<file path="src/oooCore_config.svh">
`ifndef OOO_CORE_CONFIG_SVH
`define OOO_CORE_CONFIG_SVH

// datapath width of every integer result
`define OOO_XLEN 32

// architectural register count
`define OOO_NUM_REGS 16

// each lane is one issue queue feeding one execution unit and one result lane
`define OOO_NUM_IQ 2

`define OOO_IQ_DEPTH 4

// also sets the tag width, since a tag is a reorder buffer index
`define OOO_ROB_DEPTH 8

`endif

</file>
<file path="src/oooPkg.sv">
`include "oooCore_config.svh"

package oooPkg;

    typedef logic [`OOO_XLEN-1:0] data_t;
    typedef logic [$clog2(`OOO_NUM_REGS)-1:0] regIdx_t;
    typedef logic [$clog2(`OOO_ROB_DEPTH)-1:0] tag_t;

    typedef enum logic [2:0] {
        opAdd,
        opSub,
        opAnd,
        opOr,
        opXor,
        opSll,
        opSrl,
        opMul
    } aluOp_t;

    // when ready is low the value is not yet known and tag names its producer
    typedef struct packed {
        logic  ready;
        tag_t  tag;
        data_t value;
    } operand_t;

    typedef struct packed {
        aluOp_t   op;
        tag_t     dest;
        operand_t srcA;
        operand_t srcB;
    } iqEntry_t;

endpackage

</file>
<file path="src/oooIfs.sv">


// one result broadcast lane, each strobe lasts a single cycle
interface resultIf import oooPkg::*; ();
    logic  valid;
    tag_t  tag;
    data_t data;

    modport producer (output valid, output tag, output data);
    modport listener (input valid, input tag, input data);
endinterface

</file>
<file path="src/aluPipe.sv">
`timescale 1ns/1ps

module aluPipe import oooPkg::*; (
    input  logic            clk,
    input  logic            rstN,
    input  logic            issueValid,
    input  iqEntry_t        issueEntry,
    resultIf.producer       res
);

    logic   s1Valid;
    aluOp_t s1Op;
    tag_t   s1Tag;
    data_t  s1A;
    data_t  s1B;
    data_t  aluOut;
    logic   s2Valid;
    tag_t   s2Tag;
    data_t  s2Data;

    always_comb begin
        case (s1Op)
            opAdd:   aluOut = s1A + s1B;
            opSub:   aluOut = s1A - s1B;
            opAnd:   aluOut = s1A & s1B;
            opOr:    aluOut = s1A | s1B;
            opXor:   aluOut = s1A ^ s1B;
            opSll:   aluOut = s1A << s1B[4:0];
            opSrl:   aluOut = s1A >> s1B[4:0];
            // product is truncated to the low word
            opMul:   aluOut = s1A * s1B;
            default: aluOut = '0;
        endcase
    end

    always_ff @(posedge clk) begin
        if (!rstN) begin
            s1Valid <= 1'b0;
            s2Valid <= 1'b0;
        end else begin
            s1Valid <= issueValid;
            s2Valid <= s1Valid;
        end
    end

    always_ff @(posedge clk) begin
        s1Op <= issueEntry.op;
        s1Tag <= issueEntry.dest;
        s1A <= issueEntry.srcA.value;
        s1B <= issueEntry.srcB.value;
        s2Tag <= s1Tag;
        s2Data <= aluOut;
    end

    assign res.valid = s2Valid;
    assign res.tag = s2Tag;
    assign res.data = s2Data;

endmodule

</file>
<file path="src/flat_wrapper.sv">
// flat-port wrapper written by rule: the top's interface ports become plain ports
module aluPipe_flat import oooPkg::*;
  (clk, rstN, issueValid, issueEntry, res_valid, res_tag, res_data);
  resultIf res_i ();
  input  logic clk;
  input  logic rstN;
  input  logic issueValid;
  input  iqEntry_t issueEntry;
  output wire logic [$bits(res_i.valid)-1:0] res_valid;
  output wire logic [$bits(res_i.tag)-1:0] res_tag;
  output wire logic [$bits(res_i.data)-1:0] res_data;
  assign res_valid = res_i.valid;
  assign res_tag = res_i.tag;
  assign res_data = res_i.data;
  aluPipe u_core (.clk(clk), .rstN(rstN), .issueValid(issueValid), .issueEntry(issueEntry), .res(res_i));
endmodule
</file>
<file path="config.mk">
export PLATFORM = sky130hd
export DESIGN_NAME = aluPipe_flat
export DESIGN_NICKNAME = d
export VERILOG_FILES = /design/src/oooPkg.sv /design/src/oooIfs.sv /design/src/aluPipe.sv /design/src/flat_wrapper.sv
export VERILOG_INCLUDE_DIRS = /design/src
export SDC_FILE = /design/constraint.sdc
export NUM_CORES = 2
export LEC_CHECK = 0
export BUFFER_PORTS_ARGS = -buffer_cell sky130_fd_sc_hd__buf_2
export CORE_MARGIN = 2
export CORE_UTILIZATION = 35
export DETAILED_ROUTE_END_ITERATION = 8
export GPL_TIMING_DRIVEN = 0
export PLACE_DENSITY_LB_ADDON = 0.12
export SETUP_SLACK_MARGIN = 0.4
export SYNTH_ARGS = -nofsm -noshare
export SYNTH_HDL_FRONTEND = slang
export SYNTH_SLANG_ARGS = --single-unit
</file>
<file path="constraint.sdc">
create_clock -name clk -period 15.1 [get_ports clk]
set_input_delay 0.755 -clock clk [delete_from_list [all_inputs] [get_ports clk]]
set_output_delay 0.755 -clock clk [all_outputs]
set_load 0.02 [all_outputs]
</file>
* Word-level counts from Yosys, hierarchy flattened *
Index checks and enable logic that the tools add are counted.

storage, ports and cells
  input port bits = 81
  word-level logic and storage cells = 25
  output and inout bits = 36
  flip-flop bits (word level) = 107

cells by class
  $mul = 1
  multiplexer cells = 1
  add/sub/neg operators = 2
  shifts and indexed selects = 2
  equality and inequality tests = 7
  reduce and logical (&&, ||, !) cells = 1
  bitwise logic cells = 3

operators by type and width
  operator              number
  $pmux W32 S8          1
  $add A32 B32 Y32      1
  $and A32 B32 Y32      1
  $mul A32 B32 Y32      1
  $or A32 B32 Y32       1
  $shl A32 B5 Y32       1
  $shr A32 B5 Y32       1
  $sub A32 B32 Y32      1
  $xor A32 B32 Y32      1
  $eq A3 B3 Y1 const B  4
  $eq A3 B2 Y1 const B  2
  $eq A3 B1 Y1 const B  1
  $logic_not A3 Y1      1

* Longest topological paths before layout *
  depth in word-level cells = 2
  depth in mapped cells = 29
  depth with buffers taken out = 26

* Worst setup path before layout *
OpenSTA, ideal clock, no wires.

  kind = register to register
  start = reg u_core.s1B[2]
  end = reg u_core.s2Data[31] (netlist: u_core.res.data[31])
  setup time = 0.086 ns
  period minus slack after synthesis = 7.802 ns
  data required time = 15.014 ns
  buffers on the path = 4
  path slack = 7.298 ns
  data arrival time = 7.716 ns
  cell stages (with the launch flop) = 29
  cell sequence = dfxtp_1 inv_1 clkbuf_1 clkbuf_1 clkbuf_1 buf_1 nor2_1 fa_1 inv_1 fa_1 fa_1 fa_1 inv_1 fa_1 inv_1 fa_1 inv_1 fa_1 fa_1 ha_1 a21oi_1 o21a_1 o21ai_1 nor3_1 a21oi_1 a221oi_1 a21oi_1 xnor2_1 a221oi_2

on the way
  longest elaborated chain between the ends = 2
  elaborated cells between the ends (all ways) = 6
  classes of those cells = add/sub: 2; mul: 1; shift: 2; mux: 1

ends and longest elaborated chain
  item                                      RTL line       text
  start: declaration                        aluPipe.sv:15  data_t s1B;
  start signal: assignment                  aluPipe.sv:50  s1B <= issueEntry.srcB.value;
  $mul A32 B32 Y32 (tied with other cells)  aluPipe.sv:31  opMul: aluOut = s1A * s1B;
  $pmux W32 S8 *                            aluPipe.sv:22  case (s1Op)
  net u_core.aluOut[31]                     aluPipe.sv:16  data_t aluOut;
  end signal: assignment                    aluPipe.sv:52  s2Data <= aluOut;
  end: declaration                          aluPipe.sv:19  data_t s2Data;

The timed path passes the listed nets; every way through them passes the cells marked *.
A chain may end at the register's enable or synchronous reset.

* Final worst setup path *
  start = reg u_core.s1A[4]
  end = reg u_core.s2Data[26] (netlist: u_core.res.data[26])

on the way
  longest elaborated chain between the ends = 2
  elaborated cells between the ends (all ways) = 6
  classes of those cells = add/sub: 2; mul: 1; shift: 2; mux: 1

ends and longest elaborated chain
  item                                      RTL line       text
  start: declaration                        aluPipe.sv:14  data_t s1A;
  start signal: assignment                  aluPipe.sv:49  s1A <= issueEntry.srcA.value;
  $mul A32 B32 Y32 (tied with other cells)  aluPipe.sv:31
  $pmux W32 S8 *                            aluPipe.sv:22
  net u_core.aluOut[26]                     aluPipe.sv:16

Marks and branches as above.

==> summary.md <==
| Metric | Value |
|---|---|
| Status | finished with violations |
| Failing checks | max-capacitance violations, max-slew violations |
| WP data required | 15,360 ps |
| Worst setup path category | reg -> reg |
| H-tree levels | 3 |
| Synth Area in Simple Gates | 15.0% |
| Syn_nets | 3,661 |
| Via count | 23,551 |
| Worst Hold Class | reg -> reg |
| Post-CTS Setup Inserts | 0 |
| Post-route setup TNS | 0 ps |
| Final Hold Violating Endpoints | 0 |
| Starting Density | 35.3% |
| Clk_skew | 27.9 ps |
| Worst path max stage delay | 1180 ps |
| Critical path depth | 26 |
| Post-Route WL | 137 mm |
| Die width | 270 um |
| Min Hold Slack | 332 ps |
| Vias/cell | 5.85 |
| Clk_lat worst skew | 420 ps |
| Sink Count | 107 |
| Clk slew on worst S/H paths | 100 ps |
| First-pass iteration count of the detailed router | 7 |
| Multiplexer area fraction after synthesis | 6.18% |
| Number of primary I/O pins | 117 |
| Crit path to | u_core.res.data[26] |
| Synth top cells by count | 442 x nor2_1, 430 x inv_1, 409 x fa_1 |
| Tightest Pin Transition | 1590 ps |
| Final core occ | 38.3% |
| Xor/xnor cell area share of the yosys netlist | 4.70% |
| Antenna Nets Post-Route | 0 |
| Fmax | 0.0875 GHz |
| Bufs on Longest Clock Path | 2 |
| Ys async rst share | 0% |
| Largest family of logic cells by synthesized area | adder cells |
| Critical path endpoint category | flop |
| Worst Path Max Fanout | 10 |
| Worst Path Buf+Inv | 7 |
| Gr usage total | 37.5% |
| Final Slew Violations | 21 |
| Core box area | 70,000 um^2 |
| Crit start category | flop |
| Cell taking the most area after synthesis | fa_1 |
| Largest net degree at the start of global routing | 21 |
| Delay-heaviest family, CP | buffers and inverters |
| Synthesized area | 24,700 um^2 |
| Crit-path slowest cell | clkinv_1 |
| Slew margin rel. | -6.13% |
| Die Ht | 270 um |
| IO Port Bufs | 108 |
| CTS buffer count | 9 |
| Routed wire per std cell | 34.2 um |
| GRT overflow | 0 |
| Register area | 2140 um^2 |
| Critical R2R Capture | u_core.res.data[26] |
| Synth area leaders | fa_1 33%, ha_1 11%, dfxtp_1 8.7% |
| Worst-case reg-to-reg path depth | 26 |
| Flops & latches, synth | 107 |
| Ys flop type | dfxtp_1 |
| Drt drc | 0 |
| DRT iter0 DRCs | 2,837 |
| Hold buffers post-CTS | 0 |
| Synth warn | 0 |
| Synth cell types | 80 |
| Compound-Gate Fraction of Synth Area | 11.6% |
| Die footprint | 72,800 um^2 |
| Worst EP arrival | 11,680 ps |
| Number of enable flip-flop cells after synthesis | 0 |
| CTS tree | yes |
| Area grow syn2layout | 8.34% |
| Worst R2R Start | u_core.s1A[4] |
| Fillers | 7,417 |
| Layout Nets | 3,782 |
| R2R Setup Slk | 3680 ps |
| Final setup vio count | 0 |
| Syn avg cell area | 8.38 um^2 |
| Row cnt | 97 |
| Area occupied by multi-input gates | 20,200 um^2 |
| Vias in the first global route | 23,962 |
| Tmin final | 11,420 ps |
| Synth Instances | 2,951 |
| Crit path from | u_core.s1A[4] |
| Tcrit/Tclk final | 75.7% |
| Post-Synth Adder-Cell Area | 44.2% |
| Global-route wire length before repair | 189 mm |
| Most frequent cell after synthesis | nor2_1 |
| Yosys top cell area share | 33.1% |
| Most used cell, CP | fa_1 |
| DP Wirelength | 110 mm |
| CTS root buf | clkbuf_16 |
| Placer Congestion | 1.03 |
| CTS resizes | 0 |
| Maxcap violations | 2 |
| Ratio of cells with drive above 1 in the final layout | 6.89% |
| Initial antenna violation count | 8 |
| RSZ-0062 raised after global routing | no |
| Sequential-to-total area share from yosys stat | 8.66% |
## worst register-to-register path, cell delays in order (launching register included)
cell	delay, ps
dfxtp_1	470
clkbuf_1	620
clkbuf_1	1080
clkinv_1	1220
clkbuf_1	730
nor2_1	330
fa_1	450
fa_1	390
fa_1	490
inv_1	50
fa_1	470
inv_1	50
fa_1	450
ha_1	310
fa_1	550
fa_1	450
ha_1	280
clkbuf_1	320
nand2_1	100
o21ai_1	180
and3b_1	210
a21oi_1	570
a21boi_1	250
o21bai_1	240
mux2i_1	440
a21oi_1	130
a21oi_1	450
## flip-flops by register name (all words and copies together) (netlist names)
name              cells
u_core.res.valid      1
u_core.res.data      32
u_core.s1Valid        1
u_core.s1Op           3
u_core.res.tag        3
u_core.s1Tag          3
u_core.s1A           32
u_core.s1B           32
## cell type report
class	instances	area share (%)
tap	940	4.39
multi-input combinational	2213	75.4
inverter	456	6.38
clock buffer	10	0.854
antenna	6	0.0560
timing repair buffer	110	2.13
clock inverter	6	0.247
buffer	175	2.55
sequential	107	7.99
## per-layer routing
metal,vias to the layer above,track usage [%],share of wire (%)
li1,9703,-,-
met1,12022,50.4,41
met2,1498,54.8,42
met3,324,10.0,10
met4,4,20.0,6.3
met5,-,0,0.023
## through the flow
stage / setup WS, ps / std cells / area (um^2)
after global placement: 3990 / 3999 / 26500
final: 3680 / 4023 / 26800
after CTS: 3970 / 4016 / 26800
after global routing: 3620 / 4018 / 26800
after floorplan: 7300 / 2951 / 24700
after detailed placement: 4000 / 4000 / 26500
## layout by cell type (no fill, tap or decap), drive strengths merged, types with 7 or more instances in the layout
cell type,netlist,routed
or3,11,11
xnor2,101,101
mux2i,41,41
inv,436,440
a31oi,16,16
o21a,10,10
nor2b,7,7
clkinv,20,21
a22oi,11,11
and3,10,10
nand2,334,334
o22ai,21,21
a21oi,160,160
nor4,7,7
clkbuf,128,138
ha,220,220
o31ai,11,11
nor3,22,22
o211ai,7,7
o21bai,8,8
fa,409,409
a221oi,14,14
nand2b,23,23
o21ai,102,102
nand3,15,15
dfxtp,107,107
a21o,18,18
buf,47,157
nor2,442,442
mux4,48,48
a211o,7,7
a211oi,13,13
nand4,8,8
xor2,31,31
## worst min path at each step
| stage | start | end | slack [ps] | depth (start not counted) |
|---|---|---|---|---|
| final | u_core.s1Tag[0] | u_core.res.tag[0] | 330 | 0 |
| after global routing | u_core.s1Tag[1] | u_core.res.tag[1] | 350 | 0 |
| after CTS | u_core.s1Tag[0] | u_core.res.tag[0] | 340 | 0 |
| after detailed placement | u_core.s1Tag[0] | u_core.res.tag[0] | 310 | 0 |
| after global placement | u_core.s1Tag[1] | u_core.res.tag[1] | 310 | 0 |
| after floorplan | u_core.s1Tag[0] | u_core.res.tag[0] | 310 | 0 |
## cell families after synthesis
family,after synthesis
XOR/XNOR,132
buffers and inverters,631
flip-flops,107
multiplexers,92
AND/OR/NAND/NOR,901
adder cells (fa/ha/maj),629
AO/OA/AOI/OAI,459
Power is left out: the tool's default activity adds up to more than one toggle a clock period on the data nets, which glitch-free logic cannot reach.
